<file path="config.mk">
export PLATFORM = sky130hd
export DESIGN_NAME = chip8_core
export DESIGN_NICKNAME = d
export VERILOG_FILES = /design/src/chip8_pkg.sv /design/src/chip8_vreg_if.sv /design/src/chip8_regfile.sv /design/src/chip8_alu.sv /design/src/chip8_timers.sv /design/src/chip8_seq.sv /design/src/chip8_core.sv
export SDC_FILE = /design/constraint.sdc
export NUM_CORES = 1
export LEC_CHECK = 0
export BUFFER_PORTS_ARGS = -buffer_cell sky130_fd_sc_hd__buf_2
export CAP_MARGIN = 15
export CORE_MARGIN = 3
export CORE_UTILIZATION = 55
export CTS_CLUSTER_SIZE = 12
export DETAILED_ROUTE_END_ITERATION = 10
export GPL_TIMING_DRIVEN = 0
export PLACE_DENSITY = 0.71
export SLEW_MARGIN = 20
export SYNTH_ARGS = -nofsm -noshare
export SYNTH_HDL_FRONTEND = slang
export SYNTH_HIERARCHICAL = 1
export SYNTH_SLANG_ARGS = --single-unit
</file>
<file path="constraint.sdc">
create_clock -name clk -period 10.02 [get_ports clk]
set_input_delay 2.004 -clock clk [delete_from_list [all_inputs] [get_ports clk]]
set_output_delay 2.004 -clock clk [all_outputs]
set_load 0.01 [all_outputs]
</file>
<file path="src/chip8_pkg.sv">
package chip8_pkg;

  localparam int ADDR_W = 12;
  localparam int DATA_W = 8;
  localparam int REG_SEL_W = 4;

  typedef logic [ADDR_W-1:0] addr_t;
  typedef logic [DATA_W-1:0] byte_t;

  typedef enum logic [1:0] {
    FETCH_HI = 2'd0,
    FETCH_LO = 2'd1,
    EXEC     = 2'd2,
    HALT     = 2'd3
  } seq_state_e;

  // low nibble of the 8xy group
  typedef enum logic [3:0] {
    ALU_LD   = 4'h0,
    ALU_OR   = 4'h1,
    ALU_AND  = 4'h2,
    ALU_XOR  = 4'h3,
    ALU_ADD  = 4'h4,
    ALU_SUB  = 4'h5,
    ALU_SHR  = 4'h6,
    ALU_SUBN = 4'h7,
    ALU_SHL  = 4'hE
  } alu_op_e;

  typedef struct packed {
    logic [3:0] opc;
    addr_t      addr;
  } instr_nnn_t;

  typedef struct packed {
    logic [3:0]           opc;
    logic [REG_SEL_W-1:0] x;
    byte_t                kk;
  } instr_xkk_t;

  typedef struct packed {
    logic [3:0]           opc;
    logic [REG_SEL_W-1:0] x;
    logic [REG_SEL_W-1:0] y;
    logic [3:0]           n;
  } instr_xyn_t;

  typedef union packed {
    instr_nnn_t nnn;
    instr_xkk_t xkk;
    instr_xyn_t xyn;
  } instr_u;

  localparam logic [3:0] OPC_SYS   = 4'h0;
  localparam logic [3:0] OPC_JP    = 4'h1;
  localparam logic [3:0] OPC_CALL  = 4'h2;
  localparam logic [3:0] OPC_SE    = 4'h3;
  localparam logic [3:0] OPC_SNE   = 4'h4;
  localparam logic [3:0] OPC_SE_V  = 4'h5;
  localparam logic [3:0] OPC_LD    = 4'h6;
  localparam logic [3:0] OPC_ADD   = 4'h7;
  localparam logic [3:0] OPC_ALU   = 4'h8;
  localparam logic [3:0] OPC_SNE_V = 4'h9;
  localparam logic [3:0] OPC_LD_I  = 4'hA;
  localparam logic [3:0] OPC_KEY   = 4'hE;
  localparam logic [3:0] OPC_MISC  = 4'hF;

  // 00EE as seen through the nnn view
  localparam addr_t SYS_RET = 12'h0EE;

  localparam byte_t EX_SKP      = 8'h9E;
  localparam byte_t EX_SKNP     = 8'hA1;
  localparam byte_t FX_LD_VX_DT = 8'h07;
  localparam byte_t FX_LD_DT    = 8'h15;
  localparam byte_t FX_LD_ST    = 8'h18;
  localparam byte_t FX_ADD_I    = 8'h1E;

endpackage

</file>
<file path="src/chip8_vreg_if.sv">
`timescale 1ns/100ps

interface chip8_vreg_if;

  logic [chip8_pkg::REG_SEL_W-1:0] x_sel;
  logic [chip8_pkg::REG_SEL_W-1:0] y_sel;
  chip8_pkg::byte_t                vx;
  chip8_pkg::byte_t                vy;

  logic                            wr_en;
  logic [chip8_pkg::REG_SEL_W-1:0] wr_sel;
  chip8_pkg::byte_t                wr_data;

  // flag write, lands in VF after the normal write
  logic                            vf_en;
  chip8_pkg::byte_t                vf_data;

  modport seq (
    output x_sel, y_sel, wr_en, wr_sel, wr_data, vf_en, vf_data,
    input  vx, vy
  );

  modport regs (
    input  x_sel, y_sel, wr_en, wr_sel, wr_data, vf_en, vf_data,
    output vx, vy
  );

endinterface

</file>
<file path="src/chip8_regfile.sv">
`timescale 1ns/100ps

module chip8_regfile (
  input logic        clk,
  input logic        reset_i,
  chip8_vreg_if.regs vreg
);

  localparam int NUM_REGS = 2 ** chip8_pkg::REG_SEL_W;
  localparam logic [chip8_pkg::REG_SEL_W-1:0] VF_SEL = chip8_pkg::REG_SEL_W'(NUM_REGS - 1);

  chip8_pkg::byte_t regs_q [NUM_REGS];

  assign vreg.vx = regs_q[vreg.x_sel];
  assign vreg.vy = regs_q[vreg.y_sel];

  always_ff @(posedge clk)
  begin
    if (reset_i)
    begin
      for (int i = 0; i < NUM_REGS; i++)
      begin
        regs_q[i] <= '0;
      end
    end
    else
    begin
      if (vreg.wr_en)
      begin
        regs_q[vreg.wr_sel] <= vreg.wr_data;
      end
      // flag overrides a result aimed at VF
      if (vreg.vf_en)
      begin
        regs_q[VF_SEL] <= vreg.vf_data;
      end
    end
  end

endmodule

</file>
<file path="src/chip8_alu.sv">
`timescale 1ns/100ps

module chip8_alu (
  input  chip8_pkg::byte_t   vx_i,
  input  chip8_pkg::byte_t   vy_i,
  input  chip8_pkg::alu_op_e alu_op_i,
  output chip8_pkg::byte_t   result_o,
  output logic               flag_o,
  output logic               flag_en_o,
  output logic               illegal_o
);

  logic [chip8_pkg::DATA_W:0] sum_w;

  assign sum_w = {1'b0, vx_i} + {1'b0, vy_i};

  always_comb
  begin
    result_o  = vx_i;
    flag_o    = 1'b0;
    flag_en_o = 1'b0;
    illegal_o = 1'b0;
    case (alu_op_i)
      chip8_pkg::ALU_LD:  result_o = vy_i;
      chip8_pkg::ALU_OR:  result_o = vx_i | vy_i;
      chip8_pkg::ALU_AND: result_o = vx_i & vy_i;
      chip8_pkg::ALU_XOR: result_o = vx_i ^ vy_i;
      chip8_pkg::ALU_ADD:
      begin
        result_o  = sum_w[chip8_pkg::DATA_W-1:0];
        flag_o    = sum_w[chip8_pkg::DATA_W];
        flag_en_o = 1'b1;
      end
      chip8_pkg::ALU_SUB:
      begin
        result_o  = vx_i - vy_i;
        flag_o    = vx_i >= vy_i;
        flag_en_o = 1'b1;
      end
      chip8_pkg::ALU_SHR:
      begin
        result_o  = vx_i >> 1;
        flag_o    = vx_i[0];
        flag_en_o = 1'b1;
      end
      chip8_pkg::ALU_SUBN:
      begin
        result_o  = vy_i - vx_i;
        flag_o    = vy_i >= vx_i;
        flag_en_o = 1'b1;
      end
      chip8_pkg::ALU_SHL:
      begin
        result_o  = vx_i << 1;
        flag_o    = vx_i[chip8_pkg::DATA_W-1];
        flag_en_o = 1'b1;
      end
      default: illegal_o = 1'b1;
    endcase
  end

endmodule

</file>
<file path="src/chip8_timers.sv">
`timescale 1ns/100ps

module chip8_timers (
  input  logic             clk,
  input  logic             reset_i,
  input  logic             vsync_i,
  input  logic             load_dt_i,
  input  logic             load_st_i,
  input  chip8_pkg::byte_t load_val_i,
  output chip8_pkg::byte_t dt_o,
  output logic             beep_o
);

  logic             vsync_q;
  logic             tick;
  chip8_pkg::byte_t dt_q;
  chip8_pkg::byte_t st_q;

  assign tick   = vsync_i && !vsync_q;
  assign dt_o   = dt_q;
  assign beep_o = st_q != '0;

  always_ff @(posedge clk)
  begin
    if (reset_i)
    begin
      vsync_q <= 1'b0;
      dt_q    <= '0;
      st_q    <= '0;
    end
    else
    begin
      vsync_q <= vsync_i;
      // a load in the same cycle as a tick takes the new value
      if (load_dt_i)
        dt_q <= load_val_i;
      else if (tick && dt_q != '0)
        dt_q <= dt_q - 1'b1;
      if (load_st_i)
        st_q <= load_val_i;
      else if (tick && st_q != '0)
        st_q <= st_q - 1'b1;
    end
  end

endmodule

</file>
<file path="src/chip8_seq.sv">
`timescale 1ns/100ps

module chip8_seq #(
  parameter chip8_pkg::addr_t START_ADDR = 12'h200,
  parameter int STACK_DEPTH = 8
) (
  input  logic               clk,
  input  logic               reset_i,
  output logic               prog_rd_o,
  output chip8_pkg::addr_t   prog_addr_o,
  input  chip8_pkg::byte_t   prog_data_i,
  input  logic [15:0]        keys_i,
  chip8_vreg_if.seq          vreg,
  output chip8_pkg::alu_op_e alu_op_o,
  input  chip8_pkg::byte_t   alu_result_i,
  input  logic               alu_flag_i,
  input  logic               alu_flag_en_i,
  input  logic               alu_illegal_i,
  output logic               load_dt_o,
  output logic               load_st_o,
  output chip8_pkg::byte_t   load_val_o,
  input  chip8_pkg::byte_t   dt_i,
  output logic               halted_o
);

  localparam int SP_W = (STACK_DEPTH > 1) ? $clog2(STACK_DEPTH) : 1;

  chip8_pkg::seq_state_e state_q;
  chip8_pkg::addr_t      pc_q;
  chip8_pkg::addr_t      i_q;
  chip8_pkg::byte_t      ir_hi_q;
  chip8_pkg::addr_t      stack_q [STACK_DEPTH];
  logic [SP_W-1:0]       sp_q;
  logic [SP_W-1:0]       sp_inc;
  logic [SP_W-1:0]       sp_dec;

  chip8_pkg::instr_u instr;
  chip8_pkg::addr_t  pc_next;
  chip8_pkg::addr_t  i_next;
  chip8_pkg::byte_t  wr_data;
  logic              exec;
  logic              legal;
  logic              commit;
  logic              skip;
  logic              push;
  logic              pop;
  logic              wr_en;
  logic              vf_en;
  logic              load_dt;
  logic              load_st;

  // low byte arrives in EXEC straight from memory
  assign instr = {ir_hi_q, prog_data_i};

  assign exec   = state_q == chip8_pkg::EXEC;
  assign commit = exec && legal;

  assign prog_rd_o   = state_q == chip8_pkg::FETCH_HI || state_q == chip8_pkg::FETCH_LO;
  assign prog_addr_o = (state_q == chip8_pkg::FETCH_LO) ? pc_q + 1'b1 : pc_q;
  assign halted_o    = state_q == chip8_pkg::HALT;

  assign sp_inc = (sp_q == SP_W'(STACK_DEPTH - 1)) ? '0 : sp_q + 1'b1;
  assign sp_dec = (sp_q == '0) ? SP_W'(STACK_DEPTH - 1) : sp_q - 1'b1;

  assign vreg.x_sel   = instr.xkk.x;
  assign vreg.y_sel   = instr.xyn.y;
  assign vreg.wr_sel  = instr.xkk.x;
  assign vreg.wr_en   = commit && wr_en;
  assign vreg.wr_data = wr_data;
  assign vreg.vf_en   = commit && vf_en;
  assign vreg.vf_data = chip8_pkg::byte_t'(alu_flag_i);

  assign alu_op_o   = chip8_pkg::alu_op_e'(instr.xyn.n);
  assign load_dt_o  = commit && load_dt;
  assign load_st_o  = commit && load_st;
  assign load_val_o = vreg.vx;

  always_comb
  begin
    legal   = 1'b1;
    skip    = 1'b0;
    push    = 1'b0;
    pop     = 1'b0;
    wr_en   = 1'b0;
    vf_en   = 1'b0;
    load_dt = 1'b0;
    load_st = 1'b0;
    wr_data = instr.xkk.kk;
    i_next  = i_q;
    pc_next = pc_q + 12'd2;
    case (instr.nnn.opc)
      chip8_pkg::OPC_SYS:
      begin
        legal   = instr.nnn.addr == chip8_pkg::SYS_RET;
        pop     = 1'b1;
        pc_next = stack_q[sp_dec];
      end
      chip8_pkg::OPC_JP:    pc_next = instr.nnn.addr;
      chip8_pkg::OPC_CALL:
      begin
        push    = 1'b1;
        pc_next = instr.nnn.addr;
      end
      chip8_pkg::OPC_SE:    skip = vreg.vx == instr.xkk.kk;
      chip8_pkg::OPC_SNE:   skip = vreg.vx != instr.xkk.kk;
      chip8_pkg::OPC_SE_V:
      begin
        legal = instr.xyn.n == 4'h0;
        skip  = vreg.vx == vreg.vy;
      end
      chip8_pkg::OPC_LD:    wr_en = 1'b1;
      chip8_pkg::OPC_ADD:
      begin
        wr_en   = 1'b1;
        wr_data = vreg.vx + instr.xkk.kk;
      end
      chip8_pkg::OPC_ALU:
      begin
        legal   = !alu_illegal_i;
        wr_en   = 1'b1;
        vf_en   = alu_flag_en_i;
        wr_data = alu_result_i;
      end
      chip8_pkg::OPC_SNE_V:
      begin
        legal = instr.xyn.n == 4'h0;
        skip  = vreg.vx != vreg.vy;
      end
      chip8_pkg::OPC_LD_I:  i_next = instr.nnn.addr;
      chip8_pkg::OPC_KEY:
      begin
        // key index is the low nibble of Vx
        case (instr.xkk.kk)
          chip8_pkg::EX_SKP:  skip = keys_i[vreg.vx[3:0]];
          chip8_pkg::EX_SKNP: skip = !keys_i[vreg.vx[3:0]];
          default:            legal = 1'b0;
        endcase
      end
      chip8_pkg::OPC_MISC:
      begin
        case (instr.xkk.kk)
          chip8_pkg::FX_LD_VX_DT:
          begin
            wr_en   = 1'b1;
            wr_data = dt_i;
          end
          chip8_pkg::FX_LD_DT: load_dt = 1'b1;
          chip8_pkg::FX_LD_ST: load_st = 1'b1;
          chip8_pkg::FX_ADD_I: i_next = i_q + chip8_pkg::addr_t'(vreg.vx);
          default:             legal = 1'b0;
        endcase
      end
      default: legal = 1'b0;
    endcase
    if (skip)
      pc_next = pc_q + 12'd4;
  end

  always_ff @(posedge clk)
  begin
    if (reset_i)
    begin
      state_q <= chip8_pkg::FETCH_HI;
      pc_q    <= START_ADDR;
      i_q     <= '0;
      sp_q    <= '0;
    end
    else
    begin
      case (state_q)
        chip8_pkg::FETCH_HI: state_q <= chip8_pkg::FETCH_LO;
        chip8_pkg::FETCH_LO: state_q <= chip8_pkg::EXEC;
        chip8_pkg::EXEC:
        begin
          if (legal)
          begin
            state_q <= chip8_pkg::FETCH_HI;
            pc_q    <= pc_next;
            i_q     <= i_next;
            if (push)
              sp_q <= sp_inc;
            else if (pop)
              sp_q <= sp_dec;
          end
          else
            state_q <= chip8_pkg::HALT;
        end
        default: state_q <= chip8_pkg::HALT;
      endcase
    end
  end

  always_ff @(posedge clk)
  begin
    if (state_q == chip8_pkg::FETCH_LO)
      ir_hi_q <= prog_data_i;
    if (commit && push)
      stack_q[sp_q] <= pc_q + 12'd2;
  end

endmodule

</file>
<file path="src/chip8_core.sv">
`timescale 1ns/100ps

module chip8_core #(
  parameter chip8_pkg::addr_t START_ADDR = 12'h200,
  parameter int STACK_DEPTH = 8
) (
  input  logic             clk,
  input  logic             reset_i,
  input  logic             vsync_i,
  input  logic [15:0]      keys_i,
  input  chip8_pkg::byte_t prog_data_i,
  output logic             prog_rd_o,
  output chip8_pkg::addr_t prog_addr_o,
  output logic             beep_o,
  output logic             halted_o
);

  chip8_pkg::alu_op_e alu_op;
  chip8_pkg::byte_t   alu_result;
  logic               alu_flag;
  logic               alu_flag_en;
  logic               alu_illegal;
  logic               load_dt;
  logic               load_st;
  chip8_pkg::byte_t   load_val;
  chip8_pkg::byte_t   dt;

  chip8_vreg_if vreg_if ();

  chip8_regfile chip8_regfile_i (
    .clk     (clk),
    .reset_i (reset_i),
    .vreg    (vreg_if.regs)
  );

  chip8_alu chip8_alu_i (
    .vx_i      (vreg_if.vx),
    .vy_i      (vreg_if.vy),
    .alu_op_i  (alu_op),
    .result_o  (alu_result),
    .flag_o    (alu_flag),
    .flag_en_o (alu_flag_en),
    .illegal_o (alu_illegal)
  );

  chip8_timers chip8_timers_i (
    .clk        (clk),
    .reset_i    (reset_i),
    .vsync_i    (vsync_i),
    .load_dt_i  (load_dt),
    .load_st_i  (load_st),
    .load_val_i (load_val),
    .dt_o       (dt),
    .beep_o     (beep_o)
  );

  chip8_seq #(
    .START_ADDR  (START_ADDR),
    .STACK_DEPTH (STACK_DEPTH)
  ) chip8_seq_i (
    .clk           (clk),
    .reset_i       (reset_i),
    .prog_rd_o     (prog_rd_o),
    .prog_addr_o   (prog_addr_o),
    .prog_data_i   (prog_data_i),
    .keys_i        (keys_i),
    .vreg          (vreg_if.seq),
    .alu_op_o      (alu_op),
    .alu_result_i  (alu_result),
    .alu_flag_i    (alu_flag),
    .alu_flag_en_i (alu_flag_en),
    .alu_illegal_i (alu_illegal),
    .load_dt_o     (load_dt),
    .load_st_o     (load_st),
    .load_val_o    (load_val),
    .dt_i          (dt),
    .halted_o      (halted_o)
  );

endmodule

</file>
==> flow_summary.toml <==
[critical_path]
reg2reg_depth = 20
crit_required_ns = 10.32
critPathBufInv = 6
path_delay_family = "compound AO/OA/AOI/OAI gates"
worstPathMaxFanout = 10
end_kind = "register"
critPathArrivalTime_ns = 7.53
cp.depth = 21
worstSetupPathType = "primary input to register"
crit_path_max_incr_delay_ns = 0.60
path_cells = "buf_2 > buf_4 > buf_1 > mux4_2 > a22oi_1 > nand2_1 > inv_1 > ha_1 > buf_6 > nor2_1 > o311a_1 > o22ai_1 > mux2i_1 > o311ai_0 > o32a_1 > a32oi_1 > nand3_1 > a21oi_1 > o21ai_1 > clkbuf_1 > and2_1"
cpMaxStageDelayCell = "buf_1"
cp-start-kind = "primary input"

[yosys]
synth_ff_type = "edfxtp_1"
yosysSeqAreaShare = 0.444
ys_top_cells_by_area = "edfxtp_1 (40%), mux4_2 (12%), and2_1 (4.7%)"
synthAdderAreaFrac = 0.0431
ys_warn_count = 6
syn-cell-area_sq_mm = 0.0172
synth_most_common_cell = "edfxtp_1"
synth_edf_count = 232
synthXorXnorAreaFrac = 0.0224
synth_top_area_frac = 0.404
ys_ff_latch = 266
synth_cell_type_count = 92
async_flop_share = 0
synth.area.mux_share = 0.146
synth.cells.most_frequent = "edfxtp_1 (232), and2_1 (130), mux4_2 (94), nand2_1 (86), nor2_1 (82)"
yosys.area_share.simple = 0.169
yosys.area.top_type = "edfxtp_1"
avgSynthCellArea_sq_um = 11.4
syn_inst = 1508
synth-compound-area-share = 0.120
synth_top_family_by_area = "simple AND/OR/NAND/NOR gates"

[route]
drt_first_pass_iters = 6
routedWlPerCell_um = 24.1
drt_wl_total_um = 48300
vias = 13000
vias_per_cell = 6.50
drtIter0Drc = 1375
drc = 0
ant_nets = 0

[grt]
grt_max_degree = 18
overflow = 0
track_usage = 0.287
antenna_found_initial = 0
grt_pass1_vias = 12900
grt_pass1_wl_um = 74600

[timing]
finalSetupTns_ns = 0
skew_ns = 0.0170
rsz0062_at_grt = "no"
worst_slack_ns = 2.79
finalMaxSlewViolations = 0
min_period_ns = 7.23
relSlewSlack = 0.249
tightest_slew_ns = 1.11
final_hold_viol_count = 0
period_share = 0.721
max_freq_ghz = 0.138
setup_violations = 0

[placement]
pre_cts_slack_ns = 2.47
globalplace.congestion = 0.953
dp_hpwl_um = 35500
port_buffers = 41

[job]
max-cap-violations = 0

[min_path]
worstHoldPathType = "register to register"
holdPathStages = 2

[clock_tree]
clock_latency_ns = 0.55
cts_tree = "yes"
numCtsBuffers = 29
clkTransAtPathRegs_ns = 0.06
cts_resized = 0
cts_buffer_depth = 3
hold_buffers = 0
htreeDepth = 1
clock-root-buffer = "clkbuf_16"
postCtsSetupBuffers = 0
cts_sinks = 266

[floorplanning]
die_height_um = 183
row_count = 64
die_x_um = 183
fp.coreArea_sq_mm = 0.0307
initial_core_util = 0.561
die_area_sq_mm = 0.0335
ios = 42

[layout]
area_growth_pct = 9.63
num_antenna_cells = 0
drive_gt1_frac = 0.184
fill_cells = 2525
fin_nets = 1675
utilization = 0.615

[pwr]
p_leak_uw = 0.00677
p_per_area_mw_per_mm2 = 162
ir_worst_vdd_v = 0.000162

[status]
status = "completed"
==> through the flow <==
step	cell area (sq um)	power, uW	hold slack (ns)	cells
2_1_floorplan	17300	1850	0.456	1514
3_3_place_gp	18000	2050	0.480	1951
3_5_place_dp	18000	2070	0.497	1956
4_1_cts	18900	3060	0.510	2006
5_1_grt	18900	3190	0.548	2006
6_report	18900	3060	0.509	2006
==> kinds of logic (layout without fill, tap and decap cells) <==
kind of cell,after synthesis,count (layout)
and+or+nand+nor,516,516
DFF,266,266
adders and majority gates,57,57
other,1,7
AOI/OAI and AO/OA,290,290
buffers and inverters,200,296
xor gates and xnor gates,44,44
muxes,134,134
==> registers in the layout, indices dropped and copies added (netlist names) <==
signal                  cells
chip8_regfile_i/regs_q    128
chip8_timers_i/vsync_q      1
chip8_timers_i/st_q         8
chip8_seq_i/stack_q        96
chip8_seq_i/pc_q           12
chip8_seq_i/state_q         2
chip8_timers_i/dt_o         8
chip8_seq_i/ir_hi_q         8
chip8_seq_i/sp_q            3
==> worst paths after layout <==
| check | from | to | slack [ns] |
|---|---|---|---|
| min | chip8_seq_i/state_q[0] | chip8_seq_i/state_q[1] | 0.51 |
| min reg2reg | chip8_seq_i/state_q[0] | chip8_seq_i/state_q[1] | 0.51 |
| max reg2reg | chip8_seq_i/ir_hi_q[1] | chip8_regfile_i/regs_q[9][7] | 3.66 |
| max | prog_data_i[5] | chip8_regfile_i/regs_q[9][7] | 2.79 |
==> layer usage <==
metal,share of wire,global-route usage
met1,0.41,0.409
met2,0.46,0.458
met3,0.086,0.0407
met4,0.041,0.0963
met5,0,0
==> cell usage in the layout (no fill, tap or decap), types with 33 or more instances in the layout <==
cell type / n
dfxtp_1: 34
inv_1: 59
edfxtp_1: 232
mux4_2: 94
buf_2: 69
ha_1: 53
a22oi_1: 38
nand2_1: 86
a21oi_1: 47
and2_1: 130
mux2i_1: 40
o21ai_0: 33
nor2_1: 81
buf_4: 39
clkbuf_1: 60
==> power by group <==
part	internal (uW)	switching, uW	total [uW]
combinational	308	455	763
sequential	1250	54.9	1300
clock	564	436	1000
total	2120	945	3060
==> area by class of cell <==
type	instances	area, sq um	area share
Multi-Input combinational cell	1048	8680	0.459
Tap cell	396	495	0.0262
Timing Repair Buffer	46	254	0.0134
Inverter	63	236	0.0125
Clock buffer	39	773	0.0409
Buffer	137	718	0.0380
Sequential cell	266	7650	0.405
Clock inverter	11	91.3	0.00483
==> worst register-to-register path: stages, from the launching register on <==
cell and delay (ns):
edfxtp_1 0.52, buf_4 0.23, buf_1 0.57, mux4_2 0.41, a22oi_1 0.41, nand2_1 0.55, inv_1 0.31, ha_1 0.19
buf_6 0.13, nor2_1 0.05, o311a_1 0.38, o22ai_1 0.23, mux2i_1 0.24, o311ai_0 0.16, o32a_1 0.37, a32oi_1 0.16
nand3_1 0.09, a21oi_1 0.12, o21ai_1 0.37, clkbuf_1 0.40, and2_1 0.24
Note: power is estimated with default switching activity, not from simulation.
